==> config.mk <==
export PLATFORM = sky130hd
export DESIGN_NAME = pmp_top
export DESIGN_NICKNAME = d
export VERILOG_FILES = /design/src/hw/pmp_pkg.sv /design/src/hw/pmp_csr_regs.sv /design/src/hw/pmp_region_match.sv /design/src/hw/pmp_perm_check.sv /design/src/hw/pmp_fault_resolve.sv /design/src/hw/pmp_top.sv
export VERILOG_INCLUDE_DIRS = /design/src /design/src/hw
export SDC_FILE = /design/constraint.sdc
export NUM_CORES = 2
export LEC_CHECK = 0
export ABC_CLOCK_PERIOD_IN_PS = 8650
export BUFFER_PORTS_ARGS = -buffer_cell sky130_fd_sc_hd__buf_4
export CAP_MARGIN = 5
export CORE_AREA = 10 10 314 316
export CTS_CLUSTER_DIAMETER = 200
export DETAILED_ROUTE_END_ITERATION = 16
export DIE_AREA = 0 0 324 326
export PLACE_DENSITY_LB_ADDON = 0.15
export SKIP_CTS_REPAIR_TIMING = 1
export SYNTH_ARGS = -nofsm -noshare
export SYNTH_HDL_FRONTEND = slang
export SYNTH_HIERARCHICAL = 1
export SYNTH_SLANG_ARGS = --single-unit
==> constraint.sdc <==
create_clock -name clk_i -period 8.65 [get_ports clk_i]
set_clock_uncertainty 0.15 [all_clocks]
set_input_delay 1.2975 -clock clk_i [delete_from_list [all_inputs] [get_ports clk_i]]
set_output_delay 1.2975 -clock clk_i [all_outputs]
set_load 0.005 [all_outputs]
==> src/hw/pmp_settings.svh <==
// PMP build settings shared by the package and the RTL
// Address width is fixed at 34 bits, pmpaddr holds bits 33:2
`ifndef PMP_SETTINGS_SVH
`define PMP_SETTINGS_SVH

// Number of implemented PMP entries, a multiple of four
`define PMP_NUM_REGIONS 8

// NAPOT granule as an exponent, 0 gives 4 byte granules
`define PMP_GRANULARITY 0

// Physical address width in bits
`define PMP_ADDR_W 34

// Width of the CSR select on the write and readback port
`define PMP_CSR_SEL_W 5

`endif

==> src/hw/pmp_pkg.sv <==
// Shared PMP types and CSR select codes
// Entry count and widths come from the settings header
`include "pmp_settings.svh"

package pmp_pkg;

  // ------------------------------
  // Encodings
  // ------------------------------

  // Address matching mode in the A field
  typedef enum logic [1:0] {
    PMP_MODE_OFF   = 2'b00,
    PMP_MODE_TOR   = 2'b01,
    PMP_MODE_NA4   = 2'b10,
    PMP_MODE_NAPOT = 2'b11
  } pmp_mode_e;

  // Kind of access being checked
  typedef enum logic [1:0] {
    PMP_ACC_READ  = 2'b00,
    PMP_ACC_WRITE = 2'b01,
    PMP_ACC_EXEC  = 2'b10
  } pmp_acc_e;

  // Privilege level, same codes as mstatus.MPP
  typedef enum logic [1:0] {
    PRIV_LVL_U = 2'b00,
    PRIV_LVL_S = 2'b01,
    PRIV_LVL_M = 2'b11
  } priv_lvl_e;

  // ------------------------------
  // CSR layout
  // ------------------------------

  // One pmpcfg byte, bit 7 down to bit 0
  typedef struct packed {
    logic      lock;
    logic [1:0] reserved;
    pmp_mode_e mode;
    logic      exec;
    logic      write;
    logic      read;
  } pmp_cfg_t;

  // A pmpcfg CSR word seen whole or as four entry bytes
  typedef union packed {
    logic [31:0]       raw;
    pmp_cfg_t [3:0]    cfg;
  } pmp_cfg_word_u;

  // mseccfg bits 2:0
  typedef struct packed {
    logic rlb;
    logic mmwp;
    logic mml;
  } mseccfg_t;

  // Full register state handed to the checker
  typedef struct packed {
    pmp_cfg_t [`PMP_NUM_REGIONS-1:0]                  cfg;
    logic [`PMP_NUM_REGIONS-1:0][`PMP_ADDR_W-1:0]     addr;
    mseccfg_t                                         mseccfg;
  } pmp_csr_t;

  // ------------------------------
  // Request and response
  // ------------------------------

  typedef logic [$clog2(`PMP_NUM_REGIONS)-1:0] pmp_idx_t;

  typedef struct packed {
    logic [`PMP_ADDR_W-1:0] addr;
    pmp_acc_e               acc;
    priv_lvl_e              priv;
  } pmp_req_t;

  // Index is 0 when no entry matched
  typedef struct packed {
    logic     err;
    pmp_idx_t idx;
  } pmp_resp_t;

  // CSR select codes, also used by the bench
  typedef logic [`PMP_CSR_SEL_W-1:0] csr_sel_t;

  localparam csr_sel_t CSR_PMPCFG0  = 0;
  localparam csr_sel_t CSR_PMPCFG1  = 1;
  localparam csr_sel_t CSR_PMPADDR0 = 8;
  localparam csr_sel_t CSR_MSECCFG  = 16;

endpackage

==> src/hw/pmp_csr_regs.sv <==
// PMP and mseccfg CSRs with lock, TOR neighbour lock, rlb and sticky bit rules
// Only full-word pmpcfg writes, no WARL legalisation beyond locking
`timescale 1ns/1ps
`include "pmp_settings.svh"

module pmp_csr_regs (
  input  logic                clk_i,
  input  logic                rst_n_i,
  input  logic                csr_we_i,
  input  pmp_pkg::csr_sel_t   csr_sel_i,
  input  logic [31:0]         csr_wdata_i,
  output logic [31:0]         csr_rdata_o,
  output pmp_pkg::pmp_csr_t   csr_pmp_o
);
  import pmp_pkg::*;

  pmp_csr_t                    csr_q;
  pmp_csr_t                    csr_d;
  pmp_cfg_word_u               wr_word;
  pmp_cfg_word_u               rd_word;
  logic [`PMP_NUM_REGIONS-1:0] cfg_wr_ok;
  logic [`PMP_NUM_REGIONS-1:0] addr_wr_ok;
  logic                        any_lock;

  // ------------------------------
  // Write permission per entry
  // ------------------------------

  // Any locked entry keeps rlb from being set
  always_comb begin
    any_lock = 1'b0;
    for (int i = 0; i < `PMP_NUM_REGIONS; i++) begin
      any_lock = any_lock | csr_q.cfg[i].lock;
    end
  end

  for (genvar i = 0; i < `PMP_NUM_REGIONS; i++) begin : g_lock
    // Own lock, bypassed by rlb
    assign cfg_wr_ok[i] = !csr_q.cfg[i].lock || csr_q.mseccfg.rlb;
    if (i == `PMP_NUM_REGIONS - 1) begin : g_last
      assign addr_wr_ok[i] = cfg_wr_ok[i];
    end else begin : g_mid
      // Next entry locked as TOR also freezes this address
      assign addr_wr_ok[i] = cfg_wr_ok[i] &&
                             (!(csr_q.cfg[i+1].lock && csr_q.cfg[i+1].mode == PMP_MODE_TOR) ||
                              csr_q.mseccfg.rlb);
    end
  end

  // ------------------------------
  // Next state
  // ------------------------------

  assign wr_word.raw = csr_wdata_i;

  always_comb begin
    csr_d = csr_q;
    if (csr_we_i) begin
      for (int i = 0; i < `PMP_NUM_REGIONS; i++) begin
        // Byte i%4 of pmpcfg word i/4
        if (csr_sel_i == CSR_PMPCFG0 + csr_sel_t'(i / 4) && cfg_wr_ok[i]) begin
          csr_d.cfg[i] = wr_word.cfg[i % 4];
        end
        if (csr_sel_i == CSR_PMPADDR0 + csr_sel_t'(i) && addr_wr_ok[i]) begin
          csr_d.addr[i] = {csr_wdata_i, 2'b00};
        end
      end
      if (csr_sel_i == CSR_MSECCFG) begin
        // mml and mmwp only clear on reset
        csr_d.mseccfg.mml  = csr_q.mseccfg.mml | csr_wdata_i[0];
        csr_d.mseccfg.mmwp = csr_q.mseccfg.mmwp | csr_wdata_i[1];
        // rlb sets only with no lock, may always clear
        csr_d.mseccfg.rlb  = csr_wdata_i[2] && (csr_q.mseccfg.rlb || !any_lock);
      end
    end
  end

  always_ff @(posedge clk_i or negedge rst_n_i) begin
    if (!rst_n_i) begin
      csr_q <= '0;
    end else begin
      csr_q <= csr_d;
    end
  end

  assign csr_pmp_o = csr_q;

  // ------------------------------
  // Readback
  // ------------------------------

  always_comb begin
    rd_word.raw = '0;
    csr_rdata_o = '0;
    for (int i = 0; i < `PMP_NUM_REGIONS; i++) begin
      if (csr_sel_i == CSR_PMPCFG0 + csr_sel_t'(i / 4)) begin
        rd_word.cfg[i % 4] = csr_q.cfg[i];
      end
      if (csr_sel_i == CSR_PMPADDR0 + csr_sel_t'(i)) begin
        csr_rdata_o = csr_q.addr[i][`PMP_ADDR_W-1:2];
      end
    end
    if (csr_sel_i == CSR_PMPCFG0 || csr_sel_i == CSR_PMPCFG1) begin
      csr_rdata_o = rd_word.raw;
    end
    if (csr_sel_i == CSR_MSECCFG) begin
      csr_rdata_o = {29'b0, csr_q.mseccfg};
    end
  end

endmodule

==> src/hw/pmp_region_match.sv <==
// Per-entry address match for TOR, NA4 and NAPOT, purely combinational
// Compares only address bits at or above the configured granule
`timescale 1ns/1ps
`include "pmp_settings.svh"

module pmp_region_match (
  input  pmp_pkg::pmp_csr_t             csr_pmp_i,
  input  logic [`PMP_ADDR_W-1:0]        req_addr_i,
  output logic [`PMP_NUM_REGIONS-1:0]   match_o
);
  import pmp_pkg::*;

  // Lowest compared address bit
  localparam int LSB = `PMP_GRANULARITY + 2;
  // Lowest pmpaddr bit that takes part in the NAPOT size
  localparam int ONES_LO = (`PMP_GRANULARITY == 0) ? 2 : `PMP_GRANULARITY + 1;

  logic [`PMP_NUM_REGIONS-1:0][`PMP_ADDR_W-1:0]   start_addr;
  logic [`PMP_NUM_REGIONS-1:0][`PMP_ADDR_W-1:LSB] addr_mask;
  logic [`PMP_NUM_REGIONS-1:0]                    match_eq;
  logic [`PMP_NUM_REGIONS-1:0]                    match_ge;
  logic [`PMP_NUM_REGIONS-1:0]                    match_lt;

  for (genvar i = 0; i < `PMP_NUM_REGIONS; i++) begin : g_entry

    // ------------------------------
    // Region base
    // ------------------------------

    // TOR starts at the previous entry, entry 0 at address 0
    if (i == 0) begin : g_first
      assign start_addr[i] = (csr_pmp_i.cfg[i].mode == PMP_MODE_TOR) ? '0 :
                             csr_pmp_i.addr[i];
    end else begin : g_rest
      assign start_addr[i] = (csr_pmp_i.cfg[i].mode == PMP_MODE_TOR) ? csr_pmp_i.addr[i-1] :
                             csr_pmp_i.addr[i];
    end

    // ------------------------------
    // NAPOT mask
    // ------------------------------

    // A bit is masked when all pmpaddr bits below it are ones
    for (genvar b = LSB; b < `PMP_ADDR_W; b++) begin : g_bit
      if (`PMP_GRANULARITY == 0 && b == 2) begin : g_bottom
        // Smallest NAPOT is 8 bytes so bit 2 never compares
        assign addr_mask[i][b] = (csr_pmp_i.cfg[i].mode != PMP_MODE_NAPOT);
      end else begin : g_upper
        assign addr_mask[i][b] = (csr_pmp_i.cfg[i].mode != PMP_MODE_NAPOT) ||
                                 !(&csr_pmp_i.addr[i][b-1:ONES_LO]);
      end
    end

    // ------------------------------
    // Comparators
    // ------------------------------

    assign match_eq[i] = (req_addr_i[`PMP_ADDR_W-1:LSB] & addr_mask[i]) ==
                         (start_addr[i][`PMP_ADDR_W-1:LSB] & addr_mask[i]);
    assign match_ge[i] = req_addr_i[`PMP_ADDR_W-1:LSB] >= start_addr[i][`PMP_ADDR_W-1:LSB];
    // Top of a TOR region is exclusive
    assign match_lt[i] = req_addr_i[`PMP_ADDR_W-1:LSB] < csr_pmp_i.addr[i][`PMP_ADDR_W-1:LSB];

    always_comb begin
      case (csr_pmp_i.cfg[i].mode)
        PMP_MODE_TOR:   match_o[i] = match_ge[i] && match_lt[i];
        PMP_MODE_NA4:   match_o[i] = match_eq[i];
        PMP_MODE_NAPOT: match_o[i] = match_eq[i];
        default:        match_o[i] = 1'b0;
      endcase
    end

  end

endmodule

==> src/hw/pmp_perm_check.sv <==
// Per-entry fault decision, classic rules or Smepmp MML rules
// Result is meaningful only for entries that match the address
`timescale 1ns/1ps
`include "pmp_settings.svh"

module pmp_perm_check (
  input  pmp_pkg::pmp_csr_t             csr_pmp_i,
  input  pmp_pkg::pmp_acc_e             req_type_i,
  input  pmp_pkg::priv_lvl_e            priv_lvl_i,
  output logic [`PMP_NUM_REGIONS-1:0]   fault_o
);
  import pmp_pkg::*;

  logic                        is_read;
  logic                        is_write;
  logic                        is_exec;
  logic                        is_m;
  logic [`PMP_NUM_REGIONS-1:0] basic_ok;
  logic [`PMP_NUM_REGIONS-1:0] mml_ok;

  // Decoded request
  assign is_read  = (req_type_i == PMP_ACC_READ);
  assign is_write = (req_type_i == PMP_ACC_WRITE);
  assign is_exec  = (req_type_i == PMP_ACC_EXEC);
  assign is_m     = (priv_lvl_i == PRIV_LVL_M);

  for (genvar i = 0; i < `PMP_NUM_REGIONS; i++) begin : g_entry
    pmp_cfg_t cfg;

    assign cfg = csr_pmp_i.cfg[i];

    // Access type has its R, W or X bit
    assign basic_ok[i] = (is_read && cfg.read) || (is_write && cfg.write) ||
                         (is_exec && cfg.exec);

    // ------------------------------
    // MML permissions
    // ------------------------------

    always_comb begin
      if (!cfg.read && cfg.write) begin
        // Shared regions, decoded by lock and exec
        case ({cfg.lock, cfg.exec})
          // RW in M, read only in S/U
          2'b00:   mml_ok[i] = is_read || (is_write && is_m);
          // RW everywhere
          2'b01:   mml_ok[i] = is_read || is_write;
          // Exec only everywhere
          2'b10:   mml_ok[i] = is_exec;
          // RX in M, exec only in S/U
          default: mml_ok[i] = is_exec || (is_read && is_m);
        endcase
      end else if (cfg.lock && cfg.read && cfg.write && cfg.exec) begin
        // Locked RWX becomes a shared read-only region
        mml_ok[i] = is_read;
      end else if (is_m) begin
        // M mode needs a locked rule
        mml_ok[i] = cfg.lock && basic_ok[i];
      end else begin
        // S/U mode needs an unlocked rule
        mml_ok[i] = !cfg.lock && basic_ok[i];
      end
    end

    // ------------------------------
    // Fault per entry
    // ------------------------------

    always_comb begin
      if (csr_pmp_i.mseccfg.mml) begin
        fault_o[i] = !mml_ok[i];
      end else if (is_m) begin
        // Unlocked entries do not restrict M mode
        fault_o[i] = cfg.lock && !basic_ok[i];
      end else begin
        fault_o[i] = !basic_ok[i];
      end
    end
  end

endmodule

==> src/hw/pmp_fault_resolve.sv <==
// Priority pick of the lowest matching entry, one cycle response
// No back-pressure, a new request may enter every cycle
`timescale 1ns/1ps
`include "pmp_settings.svh"

module pmp_fault_resolve (
  input  logic                          clk_i,
  input  logic                          rst_n_i,
  input  logic                          req_valid_i,
  input  pmp_pkg::priv_lvl_e            priv_lvl_i,
  input  pmp_pkg::mseccfg_t             mseccfg_i,
  input  logic [`PMP_NUM_REGIONS-1:0]   match_i,
  input  logic [`PMP_NUM_REGIONS-1:0]   fault_i,
  output logic                          resp_valid_o,
  output pmp_pkg::pmp_resp_t            resp_o
);
  import pmp_pkg::*;

  pmp_resp_t resp_d;

  // Default rule, then entries from high to low so entry 0 wins
  always_comb begin
    resp_d.err = mseccfg_i.mmwp || (priv_lvl_i != PRIV_LVL_M);
    resp_d.idx = '0;
    for (int i = `PMP_NUM_REGIONS - 1; i >= 0; i--) begin
      if (match_i[i]) begin
        resp_d.err = fault_i[i];
        resp_d.idx = pmp_idx_t'(i);
      end
    end
  end

  // ------------------------------
  // Response register
  // ------------------------------

  always_ff @(posedge clk_i or negedge rst_n_i) begin
    if (!rst_n_i) begin
      resp_valid_o <= 1'b0;
    end else begin
      resp_valid_o <= req_valid_i;
    end
  end

  // Payload only loads with a request
  always_ff @(posedge clk_i) begin
    if (req_valid_i) begin
      resp_o <= resp_d;
    end
  end

endmodule

==> src/hw/pmp_top.sv <==
// PMP checker top, CSR port plus one-cycle request pipeline
// CSR writes land next cycle, a same-cycle request sees old values
`timescale 1ns/1ps
`include "pmp_settings.svh"

module pmp_top (
  input  logic                clk_i,
  input  logic                rst_n_i,
  input  logic                csr_we_i,
  input  pmp_pkg::csr_sel_t   csr_sel_i,
  input  logic [31:0]         csr_wdata_i,
  output logic [31:0]         csr_rdata_o,
  input  logic                req_valid_i,
  input  pmp_pkg::pmp_req_t   req_i,
  output logic                resp_valid_o,
  output pmp_pkg::pmp_resp_t  resp_o
);
  import pmp_pkg::*;

  pmp_csr_t                    csr_pmp;
  logic [`PMP_NUM_REGIONS-1:0] match;
  logic [`PMP_NUM_REGIONS-1:0] fault;

  // ------------------------------
  // Register file
  // ------------------------------

  pmp_csr_regs pmp_csr_regs_inst (
    .clk_i       (clk_i),
    .rst_n_i     (rst_n_i),
    .csr_we_i    (csr_we_i),
    .csr_sel_i   (csr_sel_i),
    .csr_wdata_i (csr_wdata_i),
    .csr_rdata_o (csr_rdata_o),
    .csr_pmp_o   (csr_pmp)
  );

  // ------------------------------
  // Check datapath
  // ------------------------------

  // Matcher and checker run side by side on the same request
  pmp_region_match pmp_region_match_inst (
    .csr_pmp_i  (csr_pmp),
    .req_addr_i (req_i.addr),
    .match_o    (match)
  );

  pmp_perm_check pmp_perm_check_inst (
    .csr_pmp_i  (csr_pmp),
    .req_type_i (req_i.acc),
    .priv_lvl_i (req_i.priv),
    .fault_o    (fault)
  );

  pmp_fault_resolve pmp_fault_resolve_inst (
    .clk_i        (clk_i),
    .rst_n_i      (rst_n_i),
    .req_valid_i  (req_valid_i),
    .priv_lvl_i   (req_i.priv),
    .mseccfg_i    (csr_pmp.mseccfg),
    .match_i      (match),
    .fault_i      (fault),
    .resp_valid_o (resp_valid_o),
    .resp_o       (resp_o)
  );

endmodule

# Yosys cells after proc, flatten, opt, wreduce, memory -nomap -nowiden
# Cells that the tools add are included.
[op_classes]
n_reduce_logical = 971
bitwise = 25
eq_ne = 70
n_mux = 90
n_lt_le_gt_ge = 16
[ops]
columns = ["op", "n"]
rows = [
  ["AND 32 bit", 16],
  ["2-to-1 mux 32 bit", 10],
  ["zero test 1 bit", 288],
  ["logical OR 1 bit", 285],
  ["2-to-1 mux 34 bit", 8],
  ["equality test 32 bit", 8],
  [">= comparator 32 bit", 8],
  ["less-than comparator 32 bit", 8],
  ["AND reduction 31 bit", 8],
  ["AND reduction 30 bit", 8],
  ["AND reduction 29 bit", 8],
  ["AND reduction 28 bit", 8],
  ["AND reduction 27 bit", 8],
  ["AND reduction 26 bit", 8],
  ["AND reduction 25 bit", 8],
  ["AND reduction 24 bit", 8],
  ["AND reduction 23 bit", 8],
  ["AND reduction 22 bit", 8],
  ["AND reduction 21 bit", 8],
  ["AND reduction 20 bit", 8],
  ["AND reduction 19 bit", 8],
  ["AND reduction 18 bit", 8],
  ["AND reduction 17 bit", 8],
  ["AND reduction 16 bit", 8],
  ["other kinds (31)", 413],
]
[totals]
regBits = 328
output_inout_bits = 37
wordCells = 1236
input_bits = 79

# Logic depth before layout (Yosys ltp)
[depth]
ltp_word = 18
mapped_depth = 20

# Modules after synthesis
# Netlist, hierarchy kept.
[by_module_without_submodules]
columns = ["module", "cells_per_inst", "seq_area_each_um2", "area_each_um2", "n_inst"]
rows = [
  ["pmp_region_match", 2692, 0.0, 19695.1, 1],
  ["pmp_csr_regs", 1235, 8082.8, 15661.3, 1],
  ["pmp_perm_check", 168, 0.0, 1027.2, 1],
  ["pmp_fault_resolve", 33, 145.1, 301.5, 1],
]

# Worst setup path after synthesis
# OpenSTA, ideal clock, no wires.
[synth_path]
kind = "in2reg"
startpoint = "input port req_i[6] (netlist bit)"
endpoint = "register, netlist name pmp_fault_resolve_inst/resp_o[3]"
stages = 15
setup_slack_ps = 4417
arrival_ps = 3819
setup_time_ps = 264
cell_sequence = "clkbuf_1 -> inv_1 -> ha_1 -> nand2b_1 -> a21o_1 -> a211oi_1 -> o41ai_1 -> o2111ai_1 -> o311a_1 -> a211o_1 -> o21ai_1 -> inv_2 -> o221a_1 -> o311ai_1 -> nand2_1"
[synth_lines]
columns = ["item", "line_no", "rtl"]
rows = [
  ["start, declared", "pmp_top.sv:14", "input pmp_pkg::pmp_req_t req_i,"],
]

# Worst setup path in the final report
[layout_path]
startpoint = "input port csr_sel_i[4]"
endpoint = "output port csr_rdata_o[9]"
[layout_between]
elab_chain_cells = 11
word_cells_on_any_way = 24
classes_between = "eq/ne (10); mux (12); reduce/logical (2)"
[layout_rtl]
columns = ["item", "line_no", "rtl"]
rows = [
  ["start, declared", "pmp_top.sv:10", "input pmp_pkg::csr_sel_t csr_sel_i,"],
  ["equality test 5 x 4 -> 1 bit", "pmp_csr_regs.sv:99", "if (csr_sel_i == CSR_PMPADDR0 + csr_sel_t'(i)) begin"],
  ["2-to-1 mux 32 bit (8 in series)", "pmp_csr_regs.sv:99", ""],
  ["2-to-1 mux 32 bit", "pmp_csr_regs.sv:103", "if (csr_sel_i == CSR_PMPCFG0 || csr_sel_i == CSR_PMPCFG1) begin"],
  ["2-to-1 mux 32 bit (*)", "pmp_csr_regs.sv:106", "if (csr_sel_i == CSR_MSECCFG) begin"],
  ["end, declared", "pmp_top.sv:12", "output logic [31:0] csr_rdata_o,"],
]
# Mark *: on every way between the ends. The rest lies on a longest branch, timed or not.

==> results.py <==
metrics = {
    "outcome": {
        "status": "finished clean",
    },
    "pwr": {
        "powerDensity_mw_per_mm2": 208.9,
        "finalPower_mw": 8.308,
        "p_switching_mw": 3.664,
        "pwr-share-clk_pct": 24.3,
        "ir_worst_vdd_mv": 0.1406,
        "p_leak_nw": 17.41,
        "p_sw_share_pct": 44.11,
        "p_int_mw": 4.643,
        "pwr-share-comb_pct": 44.8,
        "p_seq_share_pct": 31.0,
    },
    "drt": {
        "wl_per_cell_um": 28.85,
        "drc_errors": 0,
        "dr.first_iter.drc_count": 3583,
        "vias": 33690,
        "ant_nets": 0,
        "avgViaCountPerCell": 6.316,
        "drt-total-wl_um": 153900,
        "dr.pass1.iters": 8,
    },
    "timing": {
        "finalSetupTns_ns": 0,
        "period_needed_ns": 6.122,
        "relSlewSlack_pct": 13.19,
        "fmax_mhz": 163.3,
        "hold_ws_ns": 0.3402,
        "finalHoldViolCount": 0,
        "finalSetupViolations": 0,
        "drv_slew": 0,
        "period_share_pct": 70.78,
        "rsz0062_at_grt": "false",
        "setup_ws_ns": 2.528,
        "max_slew.worst_pin.slew_ns": 1.288,
    },
    "worst_setup_path": {
        "worst-setup-path-type": "primary input to primary output",
        "critPathMaxStageDelay_ns": 0.98,
        "crit_top_cell": "buf_4",
        "cp.required_ns": 7.20,
        "crit_fanout": 17,
        "crit_slowest_cell": "nor3_4",
        "startpoint_type": "primary input",
        "path_cells": "buf_4 > nand2b_1 > nor3_4 > a22oi_1 > or2_1 > a221oi_1 > buf_4",
        "critPathArrivalTime_ns": 4.67,
        "crit_family": "simple AND/OR/NAND/NOR gates",
        "cp-end-kind": "primary output",
        "path_buf_inv": 2,
    },
    "die": {
        "row_count": 112,
        "core_mm2": 0.09249,
        "pin_count": 116,
        "die_area_mm2": 0.1056,
        "start_util_pct": 39.53,
        "die_w_um": 324,
        "die_h_um": 326,
    },
    "synth": {
        "synth.avg_cell_area_um2": 8.894,
        "ys_warn_count": 6,
        "syn_area_mm2": 0.03656,
        "synthCells": 4111,
        "syn-num-nets": 4694,
    },
    "clock_network": {
        "path_clk_slew_ns": 0.05,
        "clockBufferDepth": 3,
        "cts_max_level": 2,
        "cts_made_buffers": 43,
        "cts.sinks": 328,
        "clkLatencyLatePin_ns": 0.59,
        "cts_root_buffer": "clkbuf_16",
        "cts_tree": "done",
    },
    "global_route": {
        "antenna_found_initial": 4,
        "grt_max_degree": 143,
        "grt_usage_pct": 28.06,
        "grt_busiest_layer": "met2",
        "use_met3_pct": 3.416,
        "grt_pass1_vias": 32530,
        "met1_usage_pct": 36.61,
        "grt_pass1_wl_um": 221700,
        "overflow": 0,
        "met2_usage_pct": 44.90,
    },
    "flow_run": {
        "cap_violations": 0,
    },
    "finish": {
        "finish.utilization_pct": 42.99,
        "n_fill_cell": 9355,
        "fin_cells": 5334,
        "area_delta_synth_final_pct": 8.750,
        "drive_above_1_share_pct": 14.98,
        "fin_nets": 4684,
        "design_area_mm2": 0.03976,
    },
    "place": {
        "gp_congestion": 1.019,
        "hpwl_um": 118800,
        "pre_cts_ws_ns": 2.599,
        "port_buffers": 113,
        "placedCellCount": 5253,
        "place_area_mm2": 0.03818,
    },
    "min_path": {
        "min_path_type": "register to register",
    },
}
==> registers in the layout (all words and copies together) (netlist names) <==
| name | cells |
|---|---|
| pmp_csr_regs_inst/csr_pmp_o | 323 |
| pmp_fault_resolve_inst/resp_o | 4 |
| pmp_fault_resolve_inst/resp_valid_o | 1 |
==> path summary, 6_finish.rpt <==
check | start | end | slack, ns | cells after the start
worst max-delay path | csr_sel_i[4] | csr_rdata_o[9] | 2.53 | 7
worst min-delay path | pmp_csr_regs_inst/csr_pmp_o[320] | pmp_csr_regs_inst/csr_pmp_o[320] | 0.34 | 1
worst max register to register | pmp_csr_regs_inst/csr_pmp_o[326] | pmp_fault_resolve_inst/resp_o[3] | 3.00 | 16
worst min register to register | pmp_csr_regs_inst/csr_pmp_o[320] | pmp_csr_regs_inst/csr_pmp_o[320] | 0.34 | 1
max in group asynchronous | rst_n_i | pmp_csr_regs_inst/csr_pmp_o[6] | 6.32 | 2
min in group asynchronous | rst_n_i | pmp_csr_regs_inst/csr_pmp_o[296] | 0.55 | 1
==> power groups by stage <==
stage / sequential, mW / combinational (mW) / clock [mW]
2_1_floorplan: 2.18 / 2.66 / 0
3_3_place_gp: 2.56 / 3.56 / 0
3_5_place_dp: 2.57 / 3.62 / 0
4_1_cts: 2.54 / 3.64 / 2.05
5_1_grt: 2.60 / 4.08 / 2.11
6_report: 2.57 / 3.72 / 2.01
==> cells in the final DEF (no fill, tap or decap), drive strengths merged, types with 34 or more instances in the layout <==
| cell type | count |
|---|---|
| a211oi | 45 |
| a21o | 140 |
| a21oi | 338 |
| a221oi | 41 |
| a22oi | 49 |
| buf | 152 |
| clkbuf | 61 |
| dfrtp | 324 |
| ha | 504 |
| inv | 289 |
| mux2 | 330 |
| mux2i | 188 |
| nand2 | 196 |
| nand2b | 40 |
| nand3 | 102 |
| nand4 | 102 |
| nor2 | 254 |
| nor2b | 34 |
| nor3 | 47 |
| nor4 | 46 |
| o21ai | 179 |
| o22ai | 39 |
| xnor2 | 147 |
| xor2 | 106 |
==> final cells by class <==
cell class / count / area, um^2 / area share, %
Tap cell: 1197 / 1498 / 3.767
Multi-Input combinational cell: 3287 / 26210 / 65.91
Clock inverter: 16 / 262.8 / 0.6608
Sequential cell: 328 / 8228 / 20.69
Inverter: 289 / 1085 / 2.728
Clock buffer: 61 / 1306 / 3.285
Timing Repair Buffer: 152 / 1165 / 2.930
Antenna cell: 4 / 10.01 / 0.02517
==> layer usage <==
metal | up-vias | routed length, um
met1 | 16740 | 64910
met3 | 308 | 10020
met2 | 1376 | 69770
met4 | 2 | 9196
met5 | - | 13
li1 | 15270 | -
==> worst reg2reg max path, delay by kind of cell, from the launching register on <==
kind	cells	cell delay, ns
and+or+nand+nor	2	0.85
DFF	1	0.52
adders and majority gates	1	0.29
buffers and inverters	1	0.44
AOI/OAI and AO/OA	11	2.82
muxes	1	0.34
No activity file was read; power rests on OpenSTA's default activity.
